**config.mk**
```make
export PLATFORM = sky130hd
export DESIGN_NAME = snake_lcd_top
export DESIGN_NICKNAME = d
export VERILOG_FILES = /design/src/rtl/lcd_pkg.sv /design/src/rtl/snake_pkg.sv /design/src/rtl/cell_decoder.sv /design/src/rtl/lcd_bus_writer.sv /design/src/rtl/lcd_cmd_sequencer.sv /design/src/rtl/rainbow_lfsr.sv /design/src/rtl/snake_lcd_top.sv
export SDC_FILE = /design/constraint.sdc
export NUM_CORES = 1
export LEC_CHECK = 0
export ABC_CLOCK_PERIOD_IN_PS = 3700
export BUFFER_PORTS_ARGS = -buffer_cell sky130_fd_sc_hd__buf_2
export CORE_MARGIN = 2
export CORE_UTILIZATION = 55
export CTS_BUF_LIST = sky130_fd_sc_hd__clkbuf_16
export CTS_CLUSTER_SIZE = 14
export DETAILED_ROUTE_END_ITERATION = 6
export PLACE_DENSITY_LB_ADDON = 0.3
export SYNTH_ARGS = -nofsm -noshare
export SYNTH_HDL_FRONTEND = slang
export SYNTH_SLANG_ARGS = --single-unit
```
**constraint.sdc**
```tcl
create_clock -name clk -period 3.7 [get_ports clk]
set_clock_uncertainty 0.15 [all_clocks]
set_input_delay 0 -clock clk [delete_from_list [all_inputs] [get_ports clk]]
set_output_delay 0 -clock clk [all_outputs]
set_load 0.01 [all_outputs]
```
**src/rtl/lcd_pkg.sv**
```systemverilog
`default_nettype none

package lcd_pkg;

    typedef logic [7:0]  lcd_byte_t;
    typedef logic [15:0] coord_t;
    typedef logic [15:0] rgb565_t;

    typedef enum logic [2:0] {
        UPD_IDLE      = 3'd0,
        UPD_INIT_RUN  = 3'd1,
        UPD_INIT_DONE = 3'd2,
        UPD_CELL_RUN  = 3'd3,
        UPD_CELL_DONE = 3'd4
    } update_t;

    // dcx low marks a command byte
    typedef struct packed {
        lcd_byte_t data;
        logic      dcx;
        logic      write;
    } bus_word_t;

    // --------------------
    // DCS command set
    localparam lcd_byte_t CMD_SWRESET = 8'h01;
    localparam lcd_byte_t CMD_SLPOUT  = 8'h11;
    localparam lcd_byte_t CMD_DISPOFF = 8'h28;
    localparam lcd_byte_t CMD_DISPON  = 8'h29;
    localparam lcd_byte_t CMD_CASET   = 8'h2A;
    localparam lcd_byte_t CMD_PASET   = 8'h2B;
    localparam lcd_byte_t CMD_RAMWR   = 8'h2C;
    localparam lcd_byte_t CMD_COLMOD  = 8'h3A;
    localparam lcd_byte_t PIX_FMT_16  = 8'h55;

    // --------------------
    // panel geometry and init timing
    localparam coord_t LCD_WIDTH       = 16'd240;
    localparam coord_t LCD_HEIGHT      = 16'd320;
    localparam int     FILL_PIXELS     = int'(LCD_WIDTH) * int'(LCD_HEIGHT);
    localparam int     WAIT_CYCLES     = 60000;
    localparam int     TOP_BAND_PIXELS = 4320;

    // wait and pixel counter, wide enough for the full fill
    localparam int CNT_W = $clog2(FILL_PIXELS);
    typedef logic [CNT_W-1:0] count_t;

    // script step pointer and the steps that do more than one byte
    typedef logic [4:0] step_t;
    localparam step_t INIT_WAIT_A     = 5'd1;
    localparam step_t INIT_WAIT_B     = 5'd6;
    localparam step_t INIT_FILL_STEP  = 5'd19;
    localparam step_t INIT_FINAL_STEP = 5'd20;
    localparam step_t CELL_PIX_STEP   = 5'd11;
    localparam step_t CELL_FINAL_STEP = 5'd12;

endpackage

`default_nettype wire

```
**src/rtl/snake_pkg.sv**
```systemverilog
`default_nettype none

package snake_pkg;

    // codes 5 to 7 are drawn as blank
    typedef enum logic [2:0] {
        OBJ_BLANK  = 3'd0,
        OBJ_HEAD   = 3'd1,
        OBJ_BODY   = 3'd2,
        OBJ_APPLE  = 3'd3,
        OBJ_BORDER = 3'd4
    } obj_code_t;

    typedef logic [3:0] grid_x_t;
    typedef logic [3:0] grid_y_t;

    typedef struct packed {
        lcd_pkg::coord_t start_col;
        lcd_pkg::coord_t end_col;
        lcd_pkg::coord_t start_page;
        lcd_pkg::coord_t end_page;
    } cell_window_t;

    localparam lcd_pkg::coord_t CELL_SIZE   = 16'd20;
    localparam int              CELL_PIXELS = 400;

    localparam lcd_pkg::rgb565_t COLOR_BG     = 16'h1408;
    localparam lcd_pkg::rgb565_t COLOR_HEAD   = 16'h901E;
    localparam lcd_pkg::rgb565_t COLOR_APPLE  = 16'h00F8;
    localparam lcd_pkg::rgb565_t COLOR_BORDER = 16'h0000;

    localparam lcd_pkg::rgb565_t LFSR_SEED = 16'hACE1;

    // --------------------
    // apple sprite, one row of 20 pixels per line, pixel 0 in the msb
    localparam logic [399:0] APPLE_BITMAP = {
        20'b00000000000110000000,
        20'b00000000001100000000,
        20'b00000000011000000000,
        20'b00000111101111100000,
        20'b00011111111111111000,
        20'b00111111111111111100,
        20'b01111111111111111110,
        20'b01111111111111111110,
        20'b11111111111111111111,
        20'b11111111111111111111,
        20'b11111111111111111111,
        20'b11111111111111111111,
        20'b01111111111111111110,
        20'b01111111111111111110,
        20'b00111111111111111100,
        20'b00111111111111111100,
        20'b00011111111111111000,
        20'b00001111110111110000,
        20'b00000111000011100000,
        20'b00000000000000000000
    };

endpackage

`default_nettype wire

```
**src/rtl/cell_decoder.sv**
```systemverilog
`timescale 1ns/100ps
`default_nettype none

module cell_decoder (
    input  snake_pkg::obj_code_t    obj_code,
    input  snake_pkg::grid_x_t      x,
    input  snake_pkg::grid_y_t      y,
    input  logic [8:0]              pixel_index,
    input  logic                    pixel_take,
    input  lcd_pkg::rgb565_t        lfsr_value,
    output snake_pkg::cell_window_t window,
    output lcd_pkg::rgb565_t        color,
    output logic                    body_pixel
);
    import lcd_pkg::*;
    import snake_pkg::*;

    logic [8:0] bit_sel;
    logic       apple_bit;

    // --------------------
    // cell window
    // columns run along y, pages along x
    always_comb begin
        window.start_col  = coord_t'(y) * CELL_SIZE;
        window.end_col    = (coord_t'(y) + coord_t'(1)) * CELL_SIZE;
        window.start_page = coord_t'(x) * CELL_SIZE;
        window.end_page   = (coord_t'(x) + coord_t'(1)) * CELL_SIZE;
    end

    // --------------------
    // pixel colour
    // pixel 0 sits in the top bit of the sprite
    assign bit_sel   = 9'(CELL_PIXELS - 1) - pixel_index;
    assign apple_bit = APPLE_BITMAP[bit_sel];

    always_comb begin
        case (obj_code)
            OBJ_BLANK: begin
                color = COLOR_BG;
            end
            OBJ_HEAD: begin
                color = COLOR_HEAD;
            end
            OBJ_BODY: begin
                color = lfsr_value;
            end
            OBJ_APPLE: begin
                color = apple_bit ? COLOR_APPLE : COLOR_BG;
            end
            OBJ_BORDER: begin
                color = COLOR_BORDER;
            end
            default: begin
                color = COLOR_BG;
            end
        endcase
    end

    // lfsr moves on once per finished body pixel
    assign body_pixel = pixel_take && (obj_code == OBJ_BODY);

endmodule

`default_nettype wire

```
**src/rtl/lcd_bus_writer.sv**
```systemverilog
`timescale 1ns/100ps
`default_nettype none

module lcd_bus_writer (
    input  logic               clk,
    input  logic               nrst,
    input  lcd_pkg::bus_word_t word,
    output lcd_pkg::lcd_byte_t d,
    output logic               dcx,
    output logic               wr
);

    // --------------------
    // bus register stage
    // d and dcx keep the last byte between writes
    always_ff @(posedge clk, negedge nrst) begin
        if (!nrst) begin
            d   <= '0;
            dcx <= 1'b0;
        end else if (word.write) begin
            d   <= word.data;
            dcx <= word.dcx;
        end
    end

    // one pulse per byte
    always_ff @(posedge clk, negedge nrst) begin
        if (!nrst) begin
            wr <= 1'b0;
        end else begin
            wr <= word.write;
        end
    end

endmodule

`default_nettype wire

```
**src/rtl/lcd_cmd_sequencer.sv**
```systemverilog
`timescale 1ns/100ps
`default_nettype none

module lcd_cmd_sequencer (
    input  logic                    clk,
    input  logic                    nrst,
    input  lcd_pkg::update_t        mode,
    input  snake_pkg::cell_window_t window,
    input  lcd_pkg::rgb565_t        color,
    output lcd_pkg::bus_word_t      word,
    output logic [8:0]              pixel_index,
    output logic                    pixel_take,
    output logic                    cmd_finished
);
    import lcd_pkg::*;
    import snake_pkg::*;

    step_t   step;
    step_t   next_step;
    count_t  cnt;
    count_t  next_cnt;
    logic    hi_half;
    logic    next_hi;

    logic    in_pixels;
    logic    pix_done;
    count_t  pix_last;
    rgb565_t fill_color;
    rgb565_t pix_color;

    function automatic bus_word_t emit(input lcd_byte_t b, input logic dc);
        emit = '{data: b, dcx: dc, write: 1'b1};
    endfunction

    // --------------------
    // pixel phase of either script
    assign in_pixels = ((mode == UPD_INIT_RUN) && (step == INIT_FILL_STEP)) ||
                       ((mode == UPD_CELL_RUN) && (step == CELL_PIX_STEP));

    // black band first, background below it
    assign fill_color = (cnt < count_t'(TOP_BAND_PIXELS)) ? rgb565_t'(0) : COLOR_BG;
    assign pix_color  = (mode == UPD_INIT_RUN) ? fill_color : color;
    assign pix_last   = (mode == UPD_INIT_RUN) ? count_t'(FILL_PIXELS - 1)
                                               : count_t'(CELL_PIXELS - 1);
    assign pix_done   = hi_half && (cnt == pix_last);

    assign pixel_index = cnt[8:0];
    assign pixel_take  = in_pixels && hi_half && (mode == UPD_CELL_RUN);

    // --------------------
    // script decode
    always_comb begin
        next_step = step;
        next_cnt  = cnt;
        next_hi   = hi_half;
        word      = '0;

        case (mode)
            UPD_INIT_RUN: begin
                next_step = step + step_t'(1);
                case (step)
                    5'd0: begin
                        word = emit(CMD_SWRESET, 1'b0);
                    end
                    INIT_WAIT_A, INIT_WAIT_B: begin
                        if (cnt == count_t'(WAIT_CYCLES - 1)) begin
                            next_cnt = '0;
                        end else begin
                            next_cnt  = cnt + count_t'(1);
                            next_step = step;
                        end
                    end
                    5'd2: begin
                        word = emit(CMD_DISPOFF, 1'b0);
                    end
                    5'd3: begin
                        word = emit(CMD_COLMOD, 1'b0);
                    end
                    5'd4: begin
                        word = emit(PIX_FMT_16, 1'b1);
                    end
                    5'd5: begin
                        word = emit(CMD_SLPOUT, 1'b0);
                    end
                    5'd7: begin
                        word = emit(CMD_DISPON, 1'b0);
                    end
                    5'd8: begin
                        word = emit(CMD_CASET, 1'b0);
                    end
                    // full panel window starts at zero
                    5'd9, 5'd10, 5'd14, 5'd15: begin
                        word = emit(8'h00, 1'b1);
                    end
                    5'd11: begin
                        word = emit(LCD_WIDTH[15:8], 1'b1);
                    end
                    5'd12: begin
                        word = emit(LCD_WIDTH[7:0], 1'b1);
                    end
                    5'd13: begin
                        word = emit(CMD_PASET, 1'b0);
                    end
                    5'd16: begin
                        word = emit(LCD_HEIGHT[15:8], 1'b1);
                    end
                    5'd17: begin
                        word = emit(LCD_HEIGHT[7:0], 1'b1);
                    end
                    5'd18: begin
                        word = emit(CMD_RAMWR, 1'b0);
                    end
                    INIT_FILL_STEP: begin
                        next_step = step;
                    end
                    default: begin
                        next_step = step;
                    end
                endcase
            end
            UPD_CELL_RUN: begin
                next_step = step + step_t'(1);
                case (step)
                    5'd0: begin
                        word = emit(CMD_CASET, 1'b0);
                    end
                    5'd1: begin
                        word = emit(window.start_col[15:8], 1'b1);
                    end
                    5'd2: begin
                        word = emit(window.start_col[7:0], 1'b1);
                    end
                    5'd3: begin
                        word = emit(window.end_col[15:8], 1'b1);
                    end
                    5'd4: begin
                        word = emit(window.end_col[7:0], 1'b1);
                    end
                    5'd5: begin
                        word = emit(CMD_PASET, 1'b0);
                    end
                    5'd6: begin
                        word = emit(window.start_page[15:8], 1'b1);
                    end
                    5'd7: begin
                        word = emit(window.start_page[7:0], 1'b1);
                    end
                    5'd8: begin
                        word = emit(window.end_page[15:8], 1'b1);
                    end
                    5'd9: begin
                        word = emit(window.end_page[7:0], 1'b1);
                    end
                    5'd10: begin
                        word = emit(CMD_RAMWR, 1'b0);
                    end
                    CELL_PIX_STEP: begin
                        next_step = step;
                    end
                    default: begin
                        next_step = step;
                    end
                endcase
            end
            // rewind only once the script has ended
            UPD_INIT_DONE: begin
                if (step == INIT_FINAL_STEP) begin
                    next_step = '0;
                end
            end
            UPD_CELL_DONE: begin
                if (step == CELL_FINAL_STEP) begin
                    next_step = '0;
                end
            end
            UPD_IDLE: begin
                next_step = step;
            end
            default: begin
                next_step = step;
            end
        endcase

        // low byte then high byte, count moves on after the high byte
        if (in_pixels) begin
            word    = emit(hi_half ? pix_color[15:8] : pix_color[7:0], 1'b1);
            next_hi = ~hi_half;
            if (pix_done) begin
                next_cnt  = '0;
                next_step = step + step_t'(1);
            end else if (hi_half) begin
                next_cnt = cnt + count_t'(1);
            end
        end
    end

    always_ff @(posedge clk, negedge nrst) begin
        if (!nrst) begin
            step         <= '0;
            cnt          <= '0;
            hi_half      <= 1'b0;
            cmd_finished <= 1'b0;
        end else begin
            step         <= next_step;
            cnt          <= next_cnt;
            hi_half      <= next_hi;
            // one cycle behind the pointer so it follows the last bus write
            cmd_finished <= ((mode == UPD_INIT_RUN) && (step == INIT_FINAL_STEP)) ||
                            ((mode == UPD_CELL_RUN) && (step == CELL_FINAL_STEP));
        end
    end

endmodule

`default_nettype wire

```
**src/rtl/rainbow_lfsr.sv**
```systemverilog
`timescale 1ns/100ps
`default_nettype none

module rainbow_lfsr (
    input  logic             clk,
    input  logic             nrst,
    input  logic             step,
    output lcd_pkg::rgb565_t value
);
    import snake_pkg::*;

    logic feedback;

    // taps 16, 14, 13, 11
    assign feedback = value[15] ^ value[13] ^ value[12] ^ value[10];

    // sequence carries on across cells, only nrst reseeds it
    always_ff @(posedge clk, negedge nrst) begin
        if (!nrst) begin
            value <= LFSR_SEED;
        end else if (step) begin
            value <= {value[14:0], feedback};
        end
    end

endmodule

`default_nettype wire

```
**src/rtl/snake_lcd_top.sv**
```systemverilog
`timescale 1ns/100ps
`default_nettype none

module snake_lcd_top (
    input  logic                 clk,
    input  logic                 nrst,
    input  lcd_pkg::update_t     mode,
    input  snake_pkg::obj_code_t obj_code,
    input  snake_pkg::grid_x_t   x,
    input  snake_pkg::grid_y_t   y,
    output lcd_pkg::lcd_byte_t   d,
    output logic                 dcx,
    output logic                 wr,
    output logic                 cmd_finished
);
    import lcd_pkg::*;
    import snake_pkg::*;

    cell_window_t window;
    rgb565_t      color;
    rgb565_t      lfsr_value;
    logic         body_pixel;
    logic [8:0]   pixel_index;
    logic         pixel_take;
    bus_word_t    word;

    // decode
    cell_decoder cell_decoder_inst (
        .obj_code    (obj_code),
        .x           (x),
        .y           (y),
        .pixel_index (pixel_index),
        .pixel_take  (pixel_take),
        .lfsr_value  (lfsr_value),
        .window      (window),
        .color       (color),
        .body_pixel  (body_pixel)
    );

    rainbow_lfsr rainbow_lfsr_inst (
        .clk   (clk),
        .nrst  (nrst),
        .step  (body_pixel),
        .value (lfsr_value)
    );

    // execute
    lcd_cmd_sequencer lcd_cmd_sequencer_inst (
        .clk          (clk),
        .nrst         (nrst),
        .mode         (mode),
        .window       (window),
        .color        (color),
        .word         (word),
        .pixel_index  (pixel_index),
        .pixel_take   (pixel_take),
        .cmd_finished (cmd_finished)
    );

    // result
    lcd_bus_writer lcd_bus_writer_inst (
        .clk  (clk),
        .nrst (nrst),
        .word (word),
        .d    (d),
        .dcx  (dcx),
        .wr   (wr)
    );

endmodule

`default_nettype wire

```
==> run summary <==
worst slew pin tran: 657 ps
Final nets: 624
pin count of the biggest net entering global routing: 51
Final Slew Violations: 0
Critical Path RT: 3740 ps
Total GRT Usage: 0.267
#FFs+latches synth: 50
detailed-route via count: 4,272
Post-CTS Setup Inserts: 0
setup ws final: 434 ps
Synth Warn #: 0
CTS H-Tree Depth: 2
Power per Cell Area: 513 nW/µm²
CP startpoint kind: flip-flop
antenna-violating nets left: 0
Worst Hold Launch: obj_code[0]
total power: 2.56 mW
Clock Path Buffers: 2
initial antenna violation count: 0
clock sink count: 50
chip width: 95.5 µm
Worst Reg-to-Reg Cells: 11
Post-Syn Area: 4600 µm²
crit path kind: flip-flop to flip-flop
Max-Cap Viols: 0
First DRT Iteration DRCs: 282
grt ovf: 0
pre-CTS setup slack: 501 ps
placed cell area: 4790 µm²
post-synth top area share: 0.228
top_reg_cell synth: dfrtp_1
EDFF count, synth: 0
die area: 9120 µm²
Fin. Hold Viols: 0
worst-path maximum fanout: 10
part of the cycle the worst path needs: 0.883
Final Cell Area: 4980 µm²
hold path cells: 3
Initial Utilization: 0.563
wire length per cell after detailed routing: 16.9 µm
top cells by area, synth: dfrtp_1 23%, ha_1 9.8%, dfstp_2 4.6%
setup_tns: 0 ps
Port Buffers: 26
die height: 95.5 µm
asr flop ratio synth: 1.00
cell with the most instances after synthesis: nor2_1
Hold Path Class: input pin to flip-flop
Ant. Diodes: 0
clk slew on worst S/H paths: 70 ps
TritonCTS clock tree: built
Critical Path AT: 3310 ps
Syn-to-layout area delta: 8.21%
Avg Inst Size Synth: 8.28 µm²
TritonCTS Buffers: 5
maximum clock rate: 306 MHz
Core Rows: 33
DRC: 0
Clk Latency, worst-skew pair: 290 ps
Resized cells post-CTS: 0
sequential area share after synthesis: 0.274
area leader, netlist: dfrtp_1
CP endpoint kind: flip-flop
Leak: 2.15 nW
Critical path origin: lcd_cmd_sequencer_inst.step[0]$_DFF_PN0_
Mapped Cells: 556
status: completed
Worst R2R Start: lcd_cmd_sequencer_inst.step[0]$_DFF_PN0_
Core Box Area: 8180 µm²
Vias/cell: 6.34
vias in the first global route: 4,110
Mapped Nets: 612
Max-slew headroom: 0.562
Routed WL: 11,400 µm
hpwl dp: 8640 µm
hold slack: 27.4 ps
combined area of the multi-input logic cells: 3120 µm²
CTS root buffer: clkbuf_16
gp weighted congestion: 0.915
first-pass GRT wire length: 19,400 µm
layout cells sized above 1: 0.134
top cells by count, synth: 52 x nor2_1, 50 x nand2_1, 42 x dfrtp_1, 36 x ha_1
RSZ-0062 raised after global routing: false
fill count: 726
DR pass1 iterations: 6
area occupied by registers: 1260 µm²
Hold-fix buffers, CTS: 3
Netlist cell types: 75
Top Ports: 27
Final min period: 3270 ps
Reg2Reg Setup Slack: 430 ps
Worst VDD drop: 0.239 mV
number of setup violations in the final report: 0
==> layer usage <==
| layer | GRT usage | vias to the layer above | wire, µm |
|---|---|---|---|
| met5 | 0 | - | 0 |
| met4 | 0.0881 | 0 | 259 |
| met3 | 0.0372 | 31 | 561 |
| met2 | 0.452 | 131 | 5570 |
| met1 | 0.352 | 2056 | 4990 |
| li1 | - | 2054 | - |
==> cell families (layout without fill, tap and decap cells) <==
kind of cell | count (synthesis) | in the layout | share of synthesized area
AOI/OAI and AO/OA | 150 | 150 | 0.223
buffers and inverters | 54 | 67 | 0.0476
DFF | 50 | 50 | 0.274
muxes | 18 | 18 | 0.0432
and+or+nand+nor | 215 | 215 | 0.241
xor gates and xnor gates | 28 | 28 | 0.0533
adders and majority gates | 41 | 41 | 0.117
==> placed cells by master (no fill, tap or decap), drive strengths merged, types with 17 or more instances in the layout <==
| cell | n |
|---|---|
| nor2 | 52 |
| nand2 | 51 |
| dfrtp | 42 |
| ha | 36 |
| buf | 33 |
| a21oi | 32 |
| o21ai | 32 |
| inv | 24 |
| xnor2 | 18 |
| nand3 | 17 |
| nor3 | 17 |
==> layout make-up <==
cell class,count,area share
Clock inverter,3,0.00829
Multi-Input combinational cell,452,0.627
Timing Repair Buffer,36,0.0427
Clock buffer,5,0.0251
Inverter,23,0.0173
Tap cell,105,0.0264
Sequential cell,50,0.253
==> critical path, cell delays in order, from the launching register on <==
cell and delay [ps]:
dfrtp_1 410, inv_1 140, ha_1 380, nor2b_1 390, nor3_1 120, o41ai_1 590
o21bai_2 250, nand2_1 150, nor2_1 140, inv_1 210, nor2_1 60, o221ai_1 170
==> flip-flops by register name (all words and copies together) (netlist names) <==
name / flops
lcd_bus_writer_inst.wr: 1
lcd_bus_writer_inst.d: 8
lcd_bus_writer_inst.dcx: 1
lcd_cmd_sequencer_inst.cnt: 17
lcd_cmd_sequencer_inst.cmd_finished: 1
rainbow_lfsr_inst.value: 16
lcd_cmd_sequencer_inst.hi_half: 1
lcd_cmd_sequencer_inst.step: 5
==> power breakdown <==
part | switching [mW] | internal [mW] | total (mW) | leakage (nW)
logic | 0.727 | 0.491 | 1.22 | 1.43
registers | 0.184 | 0.632 | 0.816 | 0.638
clock network | 0.206 | 0.317 | 0.523 | 0.0812
==> metrics by stage <==
stage          instances   util
6_report             674  0.609
3_3_place_gp         663  0.585
3_5_place_dp         663  0.585
5_1_grt              674  0.609
4_1_cts              674  0.609
2_1_floorplan        556      -
==> path summary, 6_finish.rpt <==
check / end
setup / recovery: lcd_bus_writer_inst.d[4]$_DFFE_PN0P_
hold / removal: lcd_bus_writer_inst.d[4]$_DFFE_PN0P_
setup reg to reg: lcd_bus_writer_inst.d[4]$_DFFE_PN0P_
hold reg to reg: rainbow_lfsr_inst.value[0]$_DFFE_PN1P_
max in group asynchronous: lcd_bus_writer_inst.d[7]$_DFFE_PN0P_
min in group asynchronous: lcd_cmd_sequencer_inst.cnt[13]$_DFF_PN0_
Power figures use the tool's default switching activity.
